===== src/common/mmu_pkg.sv =====
// shared widths, page table entry layout and exception record of the Sv32 data MMU
// compiled before every other MMU file and imported where needed
package mmu_pkg;

    // ----------------------------
    // address widths
    // ----------------------------
    localparam int unsigned VLEN          = 32;
    localparam int unsigned PLEN          = 34;
    localparam int unsigned PPNW          = 22;
    localparam int unsigned VPNW          = 10;
    localparam int unsigned PAGE_OFFSET_W = 12;

    // Sv32 page table entry, v in bit 0
    typedef struct packed {
        logic [PPNW-1:0] ppn;
        logic [1:0]      rsw;
        logic            d;
        logic            a;
        logic            g;
        logic            u;
        logic            x;
        logic            w;
        logic            r;
        logic            v;
    } pte_t;

    // ----------------------------
    // exceptions
    // ----------------------------
    typedef enum logic [3:0] {
        EXC_NONE         = 4'd0,
        LD_ACCESS_FAULT  = 4'd5,
        ST_ACCESS_FAULT  = 4'd7,
        LOAD_PAGE_FAULT  = 4'd13,
        STORE_PAGE_FAULT = 4'd15
    } exc_cause_e;

    // tval carries the faulting virtual address
    typedef struct packed {
        exc_cause_e      cause;
        logic [VLEN-1:0] tval;
        logic            valid;
    } exception_t;

    // machine mode never translates
    typedef enum logic [1:0] {
        PRIV_U = 2'd0,
        PRIV_S = 2'd1
    } priv_lvl_e;

    // ----------------------------
    // page table walker
    // ----------------------------
    typedef enum logic [2:0] {
        IDLE,
        WAIT_L1,
        WAIT_L0,
        DONE,
        ERROR
    } ptw_state_e;

    typedef enum logic [1:0] {
        PTW_OK,
        PTW_PAGE_FAULT,
        PTW_ACCESS_FAULT
    } ptw_err_e;

endpackage


===== src/common/tlb_update_if.sv =====
// carries the leaf of a finished page table walk into the data TLB
// the walker drives it, the TLB writes the entry on the valid strobe
`timescale 1ns/1ns

interface tlb_update_if import mmu_pkg::*; ();

    // one-cycle fill strobe
    logic              valid;
    // full virtual page number of the walked address
    logic [2*VPNW-1:0] vpn;
    pte_t              pte;
    // leaf found at level 1
    logic              is_super;

    modport walker (
        output valid,
        output vpn,
        output pte,
        output is_super
    );

    modport tlb (
        input valid,
        input vpn,
        input pte,
        input is_super
    );

endinterface


===== src/hdl/lsu_xlate_stage.sv =====
// registered LSU translation stage: physical address, permission check and response
// answers one cycle after a TLB hit, or in the cycle the walker reports an error
`timescale 1ns/1ns

module lsu_xlate_stage import mmu_pkg::*; (
    input  logic            clk_i,
    input  logic            rst_ni,
    input  logic            en_translation_i,
    input  priv_lvl_e       priv_lvl_i,
    input  logic            sum_i,
    input  logic            mxr_i,
    input  logic            lsu_req_i,
    input  logic            lsu_is_store_i,
    input  logic [VLEN-1:0] lsu_vaddr_i,
    input  logic            tlb_hit_i,
    input  pte_t            tlb_pte_i,
    input  logic            tlb_is_super_i,
    input  ptw_err_e        walk_err_i,
    input  logic [VLEN-1:0] walk_vaddr_i,
    output logic            lsu_valid_o,
    output logic [PLEN-1:0] lsu_paddr_o,
    output exception_t      lsu_exception_o
);

    logic            req_n;
    logic            req_q;
    logic            hit_q;
    logic            is_store_q;
    logic [VLEN-1:0] vaddr_q;
    pte_t            pte_q;
    logic            super_q;
    logic            priv_err;
    logic            perm_err;

    // the request is still held in the cycle it is answered, so it is not taken twice
    assign req_n = lsu_req_i && !lsu_valid_o;

    always_ff @(posedge clk_i or negedge rst_ni) begin
        if (!rst_ni) begin
            req_q <= 1'b0;
            hit_q <= 1'b0;
        end else begin
            req_q <= req_n;
            hit_q <= tlb_hit_i;
        end
    end

    always_ff @(posedge clk_i) begin
        is_store_q <= lsu_is_store_i;
        vaddr_q    <= lsu_vaddr_i;
        pte_q      <= tlb_pte_i;
        super_q    <= tlb_is_super_i;
    end

    // ----------------------------
    // permission check
    // ----------------------------
    always_comb begin
        priv_err = ((priv_lvl_i == PRIV_U) && !pte_q.u)
                || ((priv_lvl_i == PRIV_S) && pte_q.u && !sum_i);
        if (is_store_q) begin
            perm_err = priv_err || !pte_q.w || !pte_q.d;
        end else begin
            // mxr makes executable pages readable
            perm_err = priv_err || !(pte_q.r || (pte_q.x && mxr_i));
        end
    end

    // ----------------------------
    // response
    // ----------------------------
    always_comb begin
        lsu_valid_o           = 1'b0;
        lsu_paddr_o           = {{(PLEN-VLEN){1'b0}}, vaddr_q};
        lsu_exception_o.cause = EXC_NONE;
        lsu_exception_o.tval  = '0;
        lsu_exception_o.valid = 1'b0;
        if (!en_translation_i) begin
            lsu_valid_o = req_q;
        end else begin
            lsu_paddr_o = {pte_q.ppn, vaddr_q[PAGE_OFFSET_W-1:0]};
            // superpage keeps the lower VPN of the vaddr
            if (super_q) begin
                lsu_paddr_o[PAGE_OFFSET_W +: VPNW] = vaddr_q[PAGE_OFFSET_W +: VPNW];
            end
            if (req_q && hit_q) begin
                lsu_valid_o = 1'b1;
                if (perm_err) begin
                    lsu_exception_o.cause = is_store_q ? STORE_PAGE_FAULT : LOAD_PAGE_FAULT;
                    lsu_exception_o.tval  = vaddr_q;
                    lsu_exception_o.valid = 1'b1;
                end
            end else if (walk_err_i != PTW_OK) begin
                lsu_valid_o           = 1'b1;
                lsu_exception_o.tval  = walk_vaddr_i;
                lsu_exception_o.valid = 1'b1;
                if (walk_err_i == PTW_ACCESS_FAULT) begin
                    lsu_exception_o.cause = is_store_q ? ST_ACCESS_FAULT : LD_ACCESS_FAULT;
                end else begin
                    lsu_exception_o.cause = is_store_q ? STORE_PAGE_FAULT : LOAD_PAGE_FAULT;
                end
            end
        end
    end

endmodule


===== src/hdl/mmu_top.sv =====
// data-side Sv32 MMU for the LSU: TLB lookup, page table walk and permission check
// translated responses arrive one cycle after the hit, faults end a failed walk
`timescale 1ns/1ns

module mmu_top import mmu_pkg::*; #(
    parameter int unsigned TLB_ENTRIES = 4
) (
    input  logic             clk_i,
    input  logic             rst_ni,
    input  logic             flush_i,
    input  logic             en_translation_i,
    input  priv_lvl_e        priv_lvl_i,
    input  logic             sum_i,
    input  logic             mxr_i,
    input  logic [PPNW-1:0]  satp_ppn_i,
    // LSU side
    input  logic             lsu_req_i,
    input  logic             lsu_is_store_i,
    input  logic [VLEN-1:0]  lsu_vaddr_i,
    output logic             lsu_valid_o,
    output logic [PLEN-1:0]  lsu_paddr_o,
    output exception_t       lsu_exception_o,
    // page table memory
    output logic             mem_req_o,
    output logic [PLEN-1:0]  mem_addr_o,
    input  logic             mem_rvalid_i,
    input  logic             mem_err_i,
    input  pte_t             mem_rdata_i
);

    logic            tlb_hit;
    pte_t            tlb_pte;
    logic            tlb_is_super;
    ptw_err_e        walk_err;
    logic [VLEN-1:0] walk_vaddr;

    tlb_update_if tlb_upd ();

    dtlb #(
        .TLB_ENTRIES   ( TLB_ENTRIES  )
    ) dtlb_inst (
        .clk_i         ( clk_i        ),
        .rst_ni        ( rst_ni       ),
        .flush_i       ( flush_i      ),
        .lu_vaddr_i    ( lsu_vaddr_i  ),
        .lu_hit_o      ( tlb_hit      ),
        .lu_pte_o      ( tlb_pte      ),
        .lu_is_super_o ( tlb_is_super ),
        .upd           ( tlb_upd.tlb  )
    );

    ptw_fsm ptw_fsm_inst (
        .clk_i            ( clk_i            ),
        .rst_ni           ( rst_ni           ),
        .en_translation_i ( en_translation_i ),
        .lsu_req_i        ( lsu_req_i        ),
        .lsu_vaddr_i      ( lsu_vaddr_i      ),
        .tlb_hit_i        ( tlb_hit          ),
        .satp_ppn_i       ( satp_ppn_i       ),
        .mem_req_o        ( mem_req_o        ),
        .mem_addr_o       ( mem_addr_o       ),
        .mem_rvalid_i     ( mem_rvalid_i     ),
        .mem_err_i        ( mem_err_i        ),
        .mem_rdata_i      ( mem_rdata_i      ),
        .walk_err_o       ( walk_err         ),
        .walk_vaddr_o     ( walk_vaddr       ),
        .upd              ( tlb_upd.walker   )
    );

    lsu_xlate_stage lsu_xlate_stage_inst (
        .clk_i            ( clk_i            ),
        .rst_ni           ( rst_ni           ),
        .en_translation_i ( en_translation_i ),
        .priv_lvl_i       ( priv_lvl_i       ),
        .sum_i            ( sum_i            ),
        .mxr_i            ( mxr_i            ),
        .lsu_req_i        ( lsu_req_i        ),
        .lsu_is_store_i   ( lsu_is_store_i   ),
        .lsu_vaddr_i      ( lsu_vaddr_i      ),
        .tlb_hit_i        ( tlb_hit          ),
        .tlb_pte_i        ( tlb_pte          ),
        .tlb_is_super_i   ( tlb_is_super     ),
        .walk_err_i       ( walk_err         ),
        .walk_vaddr_i     ( walk_vaddr       ),
        .lsu_valid_o      ( lsu_valid_o      ),
        .lsu_paddr_o      ( lsu_paddr_o      ),
        .lsu_exception_o  ( lsu_exception_o  )
    );

endmodule


===== src/ptw/ptw_fsm.sv =====
// two-level Sv32 page table walker, started by a translated LSU request that misses
// ends in DONE with a TLB fill or in ERROR with a page or access fault
`timescale 1ns/1ns

module ptw_fsm import mmu_pkg::*; (
    input  logic            clk_i,
    input  logic            rst_ni,
    input  logic            en_translation_i,
    input  logic            lsu_req_i,
    input  logic [VLEN-1:0] lsu_vaddr_i,
    input  logic            tlb_hit_i,
    input  logic [PPNW-1:0] satp_ppn_i,
    // page table memory
    output logic            mem_req_o,
    output logic [PLEN-1:0] mem_addr_o,
    input  logic            mem_rvalid_i,
    input  logic            mem_err_i,
    input  pte_t            mem_rdata_i,
    // result towards the translate stage
    output ptw_err_e        walk_err_o,
    output logic [VLEN-1:0] walk_vaddr_o,
    tlb_update_if.walker    upd
);

    ptw_state_e      state_q;
    ptw_state_e      state_n;
    ptw_err_e        err_q;
    ptw_err_e        err_n;
    logic            req_q;
    logic            req_n;
    logic [VLEN-1:0] vaddr_q;
    pte_t            pte_q;
    logic            super_q;
    logic            start;
    logic            rsp;
    logic            pte_bad;
    logic            pte_leaf;
    logic            leaf_bad;

    assign start = en_translation_i && lsu_req_i && !tlb_hit_i;
    assign rsp   = mem_rvalid_i && req_q;

    // decode of the entry coming back from memory
    assign pte_bad  = !mem_rdata_i.v || (mem_rdata_i.w && !mem_rdata_i.r);
    assign pte_leaf = mem_rdata_i.r || mem_rdata_i.x;
    // misaligned superpage or accessed bit clear
    assign leaf_bad = ((state_q == WAIT_L1) && (mem_rdata_i.ppn[VPNW-1:0] != '0))
                   || !mem_rdata_i.a;

    // ----------------------------
    // next state
    // ----------------------------
    always_comb begin
        state_n = state_q;
        err_n   = err_q;
        req_n   = req_q;
        case (state_q)
            IDLE: begin
                if (start) begin
                    state_n = WAIT_L1;
                    err_n   = PTW_OK;
                    req_n   = 1'b1;
                end
            end
            WAIT_L1, WAIT_L0: begin
                if (!req_q) begin
                    // request for the level-0 entry goes out one cycle after the pointer
                    req_n = 1'b1;
                end else if (rsp) begin
                    req_n = 1'b0;
                    if (mem_err_i) begin
                        state_n = ERROR;
                        err_n   = PTW_ACCESS_FAULT;
                    end else if (pte_bad) begin
                        state_n = ERROR;
                        err_n   = PTW_PAGE_FAULT;
                    end else if (pte_leaf) begin
                        state_n = leaf_bad ? ERROR : DONE;
                        err_n   = leaf_bad ? PTW_PAGE_FAULT : PTW_OK;
                    end else if (state_q == WAIT_L1) begin
                        state_n = WAIT_L0;
                    end else begin
                        // pointer at the last level
                        state_n = ERROR;
                        err_n   = PTW_PAGE_FAULT;
                    end
                end
            end
            DONE, ERROR: begin
                state_n = IDLE;
            end
            default: begin
                state_n = IDLE;
            end
        endcase
    end

    always_ff @(posedge clk_i or negedge rst_ni) begin
        if (!rst_ni) begin
            state_q <= IDLE;
            err_q   <= PTW_OK;
            req_q   <= 1'b0;
        end else begin
            state_q <= state_n;
            err_q   <= err_n;
            req_q   <= req_n;
        end
    end

    // walked address and last entry read, pte_q.ppn also points to the level-0 table
    always_ff @(posedge clk_i) begin
        if ((state_q == IDLE) && start) begin
            vaddr_q <= lsu_vaddr_i;
        end
        if (rsp) begin
            pte_q   <= mem_rdata_i;
            super_q <= (state_q == WAIT_L1);
        end
    end

    // ----------------------------
    // outputs
    // ----------------------------
    assign mem_req_o  = req_q;
    assign mem_addr_o = (state_q == WAIT_L0)
                      ? {pte_q.ppn, vaddr_q[PAGE_OFFSET_W +: VPNW], 2'b00}
                      : {satp_ppn_i, vaddr_q[VLEN-1 -: VPNW], 2'b00};

    assign walk_err_o   = (state_q == ERROR) ? err_q : PTW_OK;
    assign walk_vaddr_o = vaddr_q;

    assign upd.valid    = (state_q == DONE);
    assign upd.vpn      = vaddr_q[VLEN-1:PAGE_OFFSET_W];
    assign upd.pte      = pte_q;
    assign upd.is_super = super_q;

endmodule


===== src/tlb/dtlb.sv =====
// fully associative data TLB with same-cycle lookup and round-robin refill
// filled by the page table walker, emptied as a whole by flush_i
`timescale 1ns/1ns

module dtlb import mmu_pkg::*; #(
    parameter int unsigned TLB_ENTRIES = 4
) (
    input  logic            clk_i,
    input  logic            rst_ni,
    input  logic            flush_i,
    input  logic [VLEN-1:0] lu_vaddr_i,
    output logic            lu_hit_o,
    output pte_t            lu_pte_o,
    output logic            lu_is_super_o,
    tlb_update_if.tlb       upd
);

    localparam int unsigned PTR_W = (TLB_ENTRIES > 1) ? $clog2(TLB_ENTRIES) : 1;

    logic [TLB_ENTRIES-1:0] valid_q;
    logic [TLB_ENTRIES-1:0] super_q;
    logic [2*VPNW-1:0]      vpn_q [TLB_ENTRIES];
    pte_t                   pte_q [TLB_ENTRIES];
    logic [PTR_W-1:0]       ptr_q;
    logic [TLB_ENTRIES-1:0] match;
    logic [VPNW-1:0]        lu_vpn1;
    logic [VPNW-1:0]        lu_vpn0;

    assign lu_vpn1 = lu_vaddr_i[VLEN-1 -: VPNW];
    assign lu_vpn0 = lu_vaddr_i[PAGE_OFFSET_W +: VPNW];

    // ----------------------------
    // lookup
    // ----------------------------
    // a superpage entry ignores the lower VPN, lowest matching entry wins
    always_comb begin
        lu_hit_o      = 1'b0;
        lu_pte_o      = '0;
        lu_is_super_o = 1'b0;
        for (int unsigned i = 0; i < TLB_ENTRIES; i++) begin
            match[i] = valid_q[i]
                    && (vpn_q[i][2*VPNW-1:VPNW] == lu_vpn1)
                    && (super_q[i] || (vpn_q[i][VPNW-1:0] == lu_vpn0));
            if (match[i] && !lu_hit_o) begin
                lu_hit_o      = 1'b1;
                lu_pte_o      = pte_q[i];
                lu_is_super_o = super_q[i];
            end
        end
    end

    // ----------------------------
    // fill and flush
    // ----------------------------
    // flush wins over a fill arriving in the same cycle
    always_ff @(posedge clk_i or negedge rst_ni) begin
        if (!rst_ni) begin
            valid_q <= '0;
            ptr_q   <= '0;
        end else if (flush_i) begin
            valid_q <= '0;
        end else if (upd.valid) begin
            valid_q[ptr_q] <= 1'b1;
            if (ptr_q == PTR_W'(TLB_ENTRIES - 1)) begin
                ptr_q <= '0;
            end else begin
                ptr_q <= ptr_q + 1'b1;
            end
        end
    end

    // entry contents, qualified by valid_q
    always_ff @(posedge clk_i) begin
        if (upd.valid && !flush_i) begin
            vpn_q[ptr_q]   <= upd.vpn;
            pte_q[ptr_q]   <= upd.pte;
            super_q[ptr_q] <= upd.is_super;
        end
    end

endmodule

===== config.mk =====
export PLATFORM = sky130hd
export DESIGN_NAME = mmu_top
export DESIGN_NICKNAME = d
export VERILOG_FILES = /design/src/common/mmu_pkg.sv /design/src/common/tlb_update_if.sv /design/src/hdl/lsu_xlate_stage.sv /design/src/hdl/mmu_top.sv /design/src/ptw/ptw_fsm.sv /design/src/tlb/dtlb.sv
export SDC_FILE = /design/constraint.sdc
export NUM_CORES = 1
export LEC_CHECK = 0
export ABC_AREA = 1
export BUFFER_PORTS_ARGS = -buffer_cell sky130_fd_sc_hd__buf_2
export CAP_MARGIN = 20
export CORE_UTILIZATION = 26
export DETAILED_ROUTE_END_ITERATION = 8
export PLACE_DENSITY_LB_ADDON = 0.25
export SYNTH_ARGS = -nofsm -noshare
export SYNTH_HDL_FRONTEND = slang
export SYNTH_SLANG_ARGS = --single-unit

===== constraint.sdc =====
create_clock -name clk_i -period 7.05 [get_ports clk_i]
set_input_delay 0 -clock clk_i [delete_from_list [all_inputs] [get_ports clk_i]]
set_output_delay 0 -clock clk_i [all_outputs]
set_load 0.1 [all_outputs]

==> results summary, run 1 <==
The layout cell share with drive strength beyond 1 came out at 23.4%. The wire length per cell after detailed routing came out at 17.1 um. The half-perimeter wire length after detailed placement came out at 24600 um. The worst setup path is launched from a flip-flop.

205 I/O pins were placed. The total track usage came out at 14.1%. The detailed router finished its first iteration with 485 violations. Clock-pin slew was measured on the worst setup and hold paths at 0.06 ns. The part of the Yosys area used for sequential elements is 69.7%. The critical path in this run is classified as reg -> out.

TritonCTS built the clock tree. The weighted congestion at the end of routability-driven global placement came out at 0.825. The highest ir drop seen on vdd came out at 196 uV. The switching power of the nets came out at 0.00136 W. The die is 227 um wide.

The H-tree generated during clock tree synthesis spans 2 levels. The final number of hold-violating endpoints came out at 0. The global route total overflow is 0. The synthesis-to-finish area growth is 27.4%. At the end of the flow, the number of nets in the layout was 1499.

The die boundary height is 227 um. The post-synthesis instance area is 13100 um^2. Counting flops with an async set or reset pin after synthesis yields a share of 4.28%.

The total of warnings raised by yosys came out at 0. The number of sinks driven by the clock tree is 327. Of all nets on the critical path, the largest fanout is 43. In this run, flip-flops and latches consume 46.4% of the power. Per report_power, the clock group accounts for 40.5% of the total. The required arrival time at the worst endpoint came out at 7.05 ns. The tightest min-delay check is of the in -> reg type. The area of the die is 51300 um^2. The layout has 4936 filler cells.

The count of standard-cell rows came out at 81. The count of different cell masters after synthesis is 46. Data on the critical path arrives at its endpoint at 3.89 ns. The final critical-path required period came out at 3.89 ns. Setup repair after global routing left no endpoint under its margin. The worst-skew pair later-pin latency is 0.55 ns. Counting flops with a built-in enable in the synthesized netlist gives 252.

The clock passes through at most 3 buffers. The number of maximum-capacitance violations is 0. The number of remaining DRC errors is 0.

The cell-internal power is 0.00356 W. Combinational cells account for 13.0% of the total power. The average instance in the mapped netlist occupies 11.7 um^2. The power per unit of standard cell area is 295 nW/um^2.

For this block, the routed nets add up to 35800 um of wire. The worst setup path is captured at an output port. Once the clock tree was built, the resizer swapped 0 gates to a different size. Setup slack on the worst reg-to-reg path comes out at 3.99 ns.

The run finished with clean final reports. The number of clock buffers inserted by TritonCTS is 38. The count of final setup violators is 0. The maximum clock frequency is 257 MHz. The worst setup slack after placement came out at 3.66 ns. The total vias in the final route is 8697. The final worst-path cycle share is 55.1%. The worst relative slew slack came out at 41.9%.

The detailed-router iteration count before antenna repair is 6. The number of antenna violations at the first check in global routing came out at 3. The effective utilization at floorplan came out at 26.6%. In the routed layout, each cell is associated on average with a via count of 4.16. Leaving out fill and tap cells, the most frequent cell in the layout is sky130_fd_sc_hd__nand2_1. The synthesized design contains 327 register bits. The number of I/O port buffers came out at 199. The switching share of power is 27.6%. The number of nets with antenna violations after detailed routing came out at 0. Leaving out fill and tap cells, the most frequent cells in the layout are sky130_fd_sc_hd__nand2_1 (274), sky130_fd_sc_hd__edfxtp_1 (252), sky130_fd_sc_hd__buf_2 (199). The summed negative setup slack over all endpoints came out at 0 ns.

The cell count after synthesis came out at 1125. The number of buffers inserted by post-CTS setup repair is 0. Between clock sinks in the finished design, the worst skew comes to 0.0139 ns.

Entering global routing, the biggest net connects 52 pins. At the pin with the least slew margin, the transition time is 0.869 ns. The commonest register cell after synthesis is sky130_fd_sc_hd__edfxtp_1. The core region is 49400 um^2. The repair_antennas step left the layout with diodes totalling 0. The number of buffers inserted for hold repair after clock tree synthesis came out at 68. The via count of the first global-routing pass is 8499.

The final critical-path setup slack came out at 3.16 ns. The count of pins over their slew limit is 0. The wire length of the first global-routing pass is 52500 um. The tree is rooted in a sky130_fd_sc_hd__clkbuf_16. The cell leakage power came out at 6.76 nW.
worst paths after layout:
path                                                   to                        from  cells past startpoint
max                                   lsu_exception_o[13]  lsu_xlate_stage_inst.req_q                     10
min in group asynchronous            dtlb_inst.valid_q[1]                      rst_ni                      3
min reg2reg                lsu_xlate_stage_inst.pte_q[18]      dtlb_inst.pte_q[3][18]                      2
max reg2reg                         dtlb_inst.pte_q[0][7]     ptw_fsm_inst.state_q[1]                      5
max in group asynchronous         ptw_fsm_inst.state_q[1]                      rst_ni                      3
min                               ptw_fsm_inst.state_q[0]            en_translation_i                      5
cells in the mapped netlist, types with 11 or more instances:
cell type                    n  area [um^2]
sky130_fd_sc_hd__a211oi_1   11         82.6
sky130_fd_sc_hd__a31oi_1    22          138
sky130_fd_sc_hd__inv_2      13         48.8
sky130_fd_sc_hd__inv_1      99          372
sky130_fd_sc_hd__mux2_2     33          372
sky130_fd_sc_hd__edfxtp_1  252         7570
sky130_fd_sc_hd__nand3_1    21          105
sky130_fd_sc_hd__clkbuf_1   11         41.3
sky130_fd_sc_hd__buf_4      21          158
sky130_fd_sc_hd__nand2_1   275         1030
sky130_fd_sc_hd__xnor2_1    17          149
sky130_fd_sc_hd__xor2_1     16          140
sky130_fd_sc_hd__nor3_1     29          145
sky130_fd_sc_hd__nor2_1    131          492
sky130_fd_sc_hd__dfrtp_1    14          350
sky130_fd_sc_hd__dfxtp_1    61         1220
sky130_fd_sc_hd__o21ai_0    17         85.1
metal layers:
metal | up-vias | track usage, % | share of wire [%]
li1 | 4317 | - | -
met1 | 4095 | 18.3 | 46
met2 | 236 | 23.5 | 47
met3 | 45 | 2.64 | 5.0
met4 | 4 | 4.62 | 2.0
met5 | - | 0 | 0.067
kinds of logic after synthesis:
| group | after synthesis | synth area share (%) |
|---|---|---|
| AO/OA/AOI/OAI | 81 | 3.82 |
| XOR/XNOR | 33 | 2.21 |
| adder cells (fa/ha/maj) | 4 | 0.382 |
| buffers and inverters | 159 | 5.58 |
| flip-flops | 327 | 69.7 |
| multiplexers | 33 | 2.84 |
| other | 1 | 0.0286 |
| AND/OR/NAND/NOR | 487 | 15.4 |
layout make-up:
| class | instances | area, um^2 | area share (%) |
|---|---|---|---|
| clock inverters | 9 | 93.8 | 0.562 |
| clock buffers | 61 | 1180 | 7.07 |
| well taps | 664 | 831 | 4.98 |
| inverters | 113 | 427 | 2.56 |
| repair buffers | 277 | 1750 | 10.5 |
| multi-input cells | 640 | 3270 | 19.6 |
| flip-flops and latches | 327 | 9140 | 54.7 |
flip-flops by register name, summed over array words and instances (netlist names), 2 cells and up:
name	count
dtlb_inst.super_q	4
ptw_fsm_inst.walk_vaddr_o	32
ptw_fsm_inst.upd.pte	27
ptw_fsm_inst.err_q	2
ptw_fsm_inst.state_q	3
lsu_xlate_stage_inst.pte_q	27
dtlb_inst.valid_q	4
dtlb_inst.ptr_q	2
dtlb_inst.vpn_q	80
dtlb_inst.pte_q	108
lsu_xlate_stage_inst.vaddr_q	32
power by group through the flow:
stage / Clock, W / Combinational [W] / Sequential [W]
final: 0.00199 / 0.000641 / 0.00229
after global routing: 0.00212 / 0.000685 / 0.00230
after CTS: 0.00205 / 0.000648 / 0.00229
after detailed placement: 0 / 0.000614 / 0.00233
after global placement: 0 / 0.000609 / 0.00232
after floorplan: 0 / 0.000444 / 0.00230
metrics by stage:
step | area, um^2 | total power (W) | cells | util, % | hold WS, ns
3_5_place_dp | 14700 | 0.00294 | 1953 | 29.9 | -0.0818
6_report | 16700 | 0.00492 | 2091 | 33.8 | 0.0473
4_1_cts | 16700 | 0.00499 | 2091 | 33.8 | 0.0284
5_1_grt | 16700 | 0.00511 | 2091 | 33.8 | 0.0883
2_1_floorplan | 13100 | 0.00274 | 1126 | - | -0.296
3_3_place_gp | 14700 | 0.00293 | 1953 | 29.9 | -0.0783
critical path, stage by stage (launching register included):
cell	delay, ns
sky130_fd_sc_hd__dfrtp_1	0.38
sky130_fd_sc_hd__nand2_1	0.07
sky130_fd_sc_hd__buf_4	0.44
sky130_fd_sc_hd__inv_2	0.40
sky130_fd_sc_hd__nand2_1	0.15
sky130_fd_sc_hd__inv_1	0.06
sky130_fd_sc_hd__nor2_1	0.35
sky130_fd_sc_hd__inv_1	0.35
sky130_fd_sc_hd__buf_4	0.33
sky130_fd_sc_hd__a211oi_1	0.28
sky130_fd_sc_hd__buf_2	0.49
Power figures use the tool's default switching activity.
==> run 2, diff against run 1 <==
==> constraint.sdc (replaced) <==
create_clock -name clk_i -period 3.65 [get_ports clk_i]
set_input_delay 0 -clock clk_i [delete_from_list [all_inputs] [get_ports clk_i]]
set_output_delay 0 -clock clk_i [all_outputs]
set_load 0.1 [all_outputs]
==> results summary, run 2 (synthesis gave the netlist of run 1 again) <==
The largest individual stage delay along the critical path comes from the cell sky130_fd_sc_hd__a2111oi_0. The clock share of power is 40.1%. The standard cell core area came out at 49400 um^2.

The half-perimeter wire length after detailed placement came out at 24700 um. Setup repair after global routing left no endpoint under its margin. The mean number of vias per cell is 4.16.

The library cells used most frequently in the layout, excluding fill and tap cells, are sky130_fd_sc_hd__nand2_1 (273), sky130_fd_sc_hd__edfxtp_1 (252), sky130_fd_sc_hd__buf_2 (199). The cell count of the worst reg-to-reg path is 5. The number of clock buffers inserted by TritonCTS came out at 39. After detailed routing, the total wire length is 35900 um.

In the final layout, flip-flops and latches occupy 9140 um^2. Between clock sinks in the finished design, the worst skew comes to 0.0115 ns. The final number of hold-violating endpoints came out at 0. The final net count came out at 1505. The critical path buffer and inverter count is 5. Summed over all layers, the global routing overflow is 0. STA classifies the critical path endpoint as an output port.

The count of cells resized by post-cts repair is 0. The I/O pin count is 205. The largest net degree at the start of global routing is 52. The worst endpoint data arrival time came out at 3.29 ns.

The register with the most flip-flops in the final layout is dtlb_inst.pte_q. Across every metal layer, demand over resource in global routing totals 14.1%. After detailed placement, the total cell area comes to 15000 um^2. The worst relative slew slack is 46.5%. The register-to-register setup slack came out at 1.03 ns. The total vias in the final route came out at 8723. The worst path in the final design needs a cycle of 3.29 ns, including I/O delays and setup. Registers are responsible for 46.7% of the overall power. For the worst-skew pair, the clock arrives at the later sink with an insertion delay of 0.55 ns. The run finished with clean final reports.

The worst setup path is launched from a flip-flop. The setup path with the least slack is of type reg -> out. The cell type group with the largest total delay on the critical path is buffers and inverters. The detailed-router iteration count before antenna repair is 5. The count of pins over their slew limit is 0. After clock tree synthesis, the clock-pin slew on the worst setup and hold paths is 0.05 ns. The number of DRC markers after the initial detailed-route iteration came out at 443. In this run the worst setup path begins at lsu_xlate_stage_inst.is_store_q. The library cell used most frequently in the layout, excluding fill and tap cells, is sky130_fd_sc_hd__nand2_1. The detail route stage leaves a number of antenna-violating nets equal to 0. The number of antenna violations at the first check in global routing came to 2. The most prevalent standard cell on the critical path is sky130_fd_sc_hd__inv_1. The highest ir drop seen on vdd is 322 uV. The total number of H-tree levels is 2. The root buffer cell chosen for the clock tree is sky130_fd_sc_hd__clkbuf_16. The wire length per cell after detailed routing is 17.1 um. The final worst-path cycle share is 90.1%. The effective utilization at floorplan came out at 26.6%. The switching power of the nets came out at 0.00265 W. Cells fill 34.3% of the core in the end. Compared with the post-synthesis result, the final layout area differs by 29.0%. Once layout is done, the placed cells without fillers occupy 16900 um^2.

The weighted congestion at the end of routability-driven global placement came out at 0.788. The first global-routing pass estimated 52400 um of wire. The number of filler cells placed in the layout came out at 4930. The layout cell share with drive strength beyond 1 is 26.1%. At the pin with the least slew margin, the transition time is 0.783 ns. The power per unit of standard cell area is 559 nW/um^2.

The number of cells on the critical path is 10. The number of maximum-capacitance violations came out at 0. The die covers 51300 um^2.

The number of buffers inserted for hold repair after clock tree synthesis is 69. The timing endpoint of the critical path is lsu_exception_o[6]. The cell-internal power came out at 0.00680 W. The largest registers in the layout are dtlb_inst.pte_q: 108 flops, dtlb_inst.vpn_q: 80 flops. The destination of the worst register-to-register timing path is dtlb_inst.pte_q[1][11].

The combinational group share of total power came out at 13.2%. Walking the worst path, the cells encountered are inv_1, a21oi_1, a2111oi_0, nand2_1, inv_1, nor2_2, inv_2, buf_4, nor3_2, buf_2. The worst stage delay on the critical path is 0.71 ns. The floorplan has 81 rows. For the worst setup path, the data required time is 3.65 ns. The die boundary height came out at 227 um. The number of flip-flops in the largest register is 108. The TritonCTS clock tree is done. The startpoint of the most critical register-to-register path is ptw_fsm_inst.state_q[1]. The cell leakage power is 6.83 nW. Summed over all failing endpoints, the final setup total negative slack is 0 ns.

After clock tree synthesis, the setup repair step added 0 buffers. The maximum clock frequency came out at 304 MHz. The type of the most critical hold path is in -> reg. The area of the multi-input gates is 3440 um^2. The via count of the first global-routing pass came out at 8419. The count of final setup violators came out at 0. The critical-path maximum fanout came out at 21.

Port buffering added 199 buffers. The number of sinks driven by the clock tree is 327. The x dimension of the die is 227 um. The maximum count of clock buffers along a single path is 3. Net switching is 28.0% of the power. The number of remaining DRC errors is 0.
-- run 2: cell types whose count changed in the layout (fill, tap and decap cells not counted), sizes merged --
cell	change
clkinv	+5
clkbuf	-7
clkinvlp	+2
buf	+4
dlygate4sd3	+1
diode	+1
-- run 2: per-stage QoR --
stage	hold slack [ns]	setup slack (ns)	power [W]	std cells
CTS	0.0737	0.206	0.00957	2096
floorplan	-0.296	0.0305	0.00531	1126
detailed placement	-0.0783	0.801	0.00569	1957
global placement	-0.0732	0.763	0.00568	1957
finish	0.0928	0.362	0.00945	2097
global route	0.102	0.122	0.00980	2096
-- run 2: worst reg2reg max path: stages (launching register included) --
cell                      delay (ns)
sky130_fd_sc_hd__dfrtp_1        0.40
sky130_fd_sc_hd__inv_1          0.07
sky130_fd_sc_hd__nor4_1         0.61
sky130_fd_sc_hd__inv_1          0.42
sky130_fd_sc_hd__nor2_4         0.45
sky130_fd_sc_hd__buf_12         0.33
-- run 2: worst min-delay path by stage --
| stage | start | end | slack (ns) | cells past startpoint |
|---|---|---|---|---|
| after floorplan | rst_ni | dtlb_inst.ptr_q[0] | -0.30 | 0 |
| after global placement | rst_ni | dtlb_inst.valid_q[1] | -0.07 | 1 |
| after detailed placement | rst_ni | dtlb_inst.valid_q[0] | -0.08 | 1 |
| after CTS | lsu_is_store_i | lsu_xlate_stage_inst.is_store_q | 0.07 | 2 |
| after global routing | lsu_vaddr_i[1] | lsu_xlate_stage_inst.vaddr_q[1] | 0.10 | 2 |
| final | lsu_is_store_i | lsu_xlate_stage_inst.is_store_q | 0.09 | 2 |
-- run 2: power groups by stage --
stage | sequential [W] | combinational [W] | clock [W]
2_1_floorplan | 0.00444 | 0.000870 | 0
3_5_place_dp | 0.00450 | 0.00119 | 0
4_1_cts | 0.00442 | 0.00126 | 0.00389
6_report | 0.00441 | 0.00125 | 0.00379
5_1_grt | 0.00444 | 0.00133 | 0.00404
3_3_place_gp | 0.00449 | 0.00119 | 0
-- run 2: per-layer routing --
| layer | GRT usage (%) | up-vias | wire length [um] | share of wire, % |
|---|---|---|---|---|
| li1 | - | 4321 | - | - |
| met1 | 18.6 | 4130 | 16700 | 46 |
| met2 | 23.2 | 226 | 16800 | 47 |
| met3 | 2.54 | 46 | 1670 | 4.6 |
| met4 | 4.80 | 0 | 778 | 2.2 |
| met5 | 0 | - | 0 | 0 |
-- run 2: area by class of cell --
cell class                      count  area share (%)
Multi-Input combinational cell    640            20.4
Sequential cell                   327            54.1
Inverter                          113            2.52
Clock inverter                     16           0.807
Timing Repair Buffer              282            10.7
Tap cell                          664            4.91
Antenna cell                        1          0.0148
Clock buffer                       54            6.59
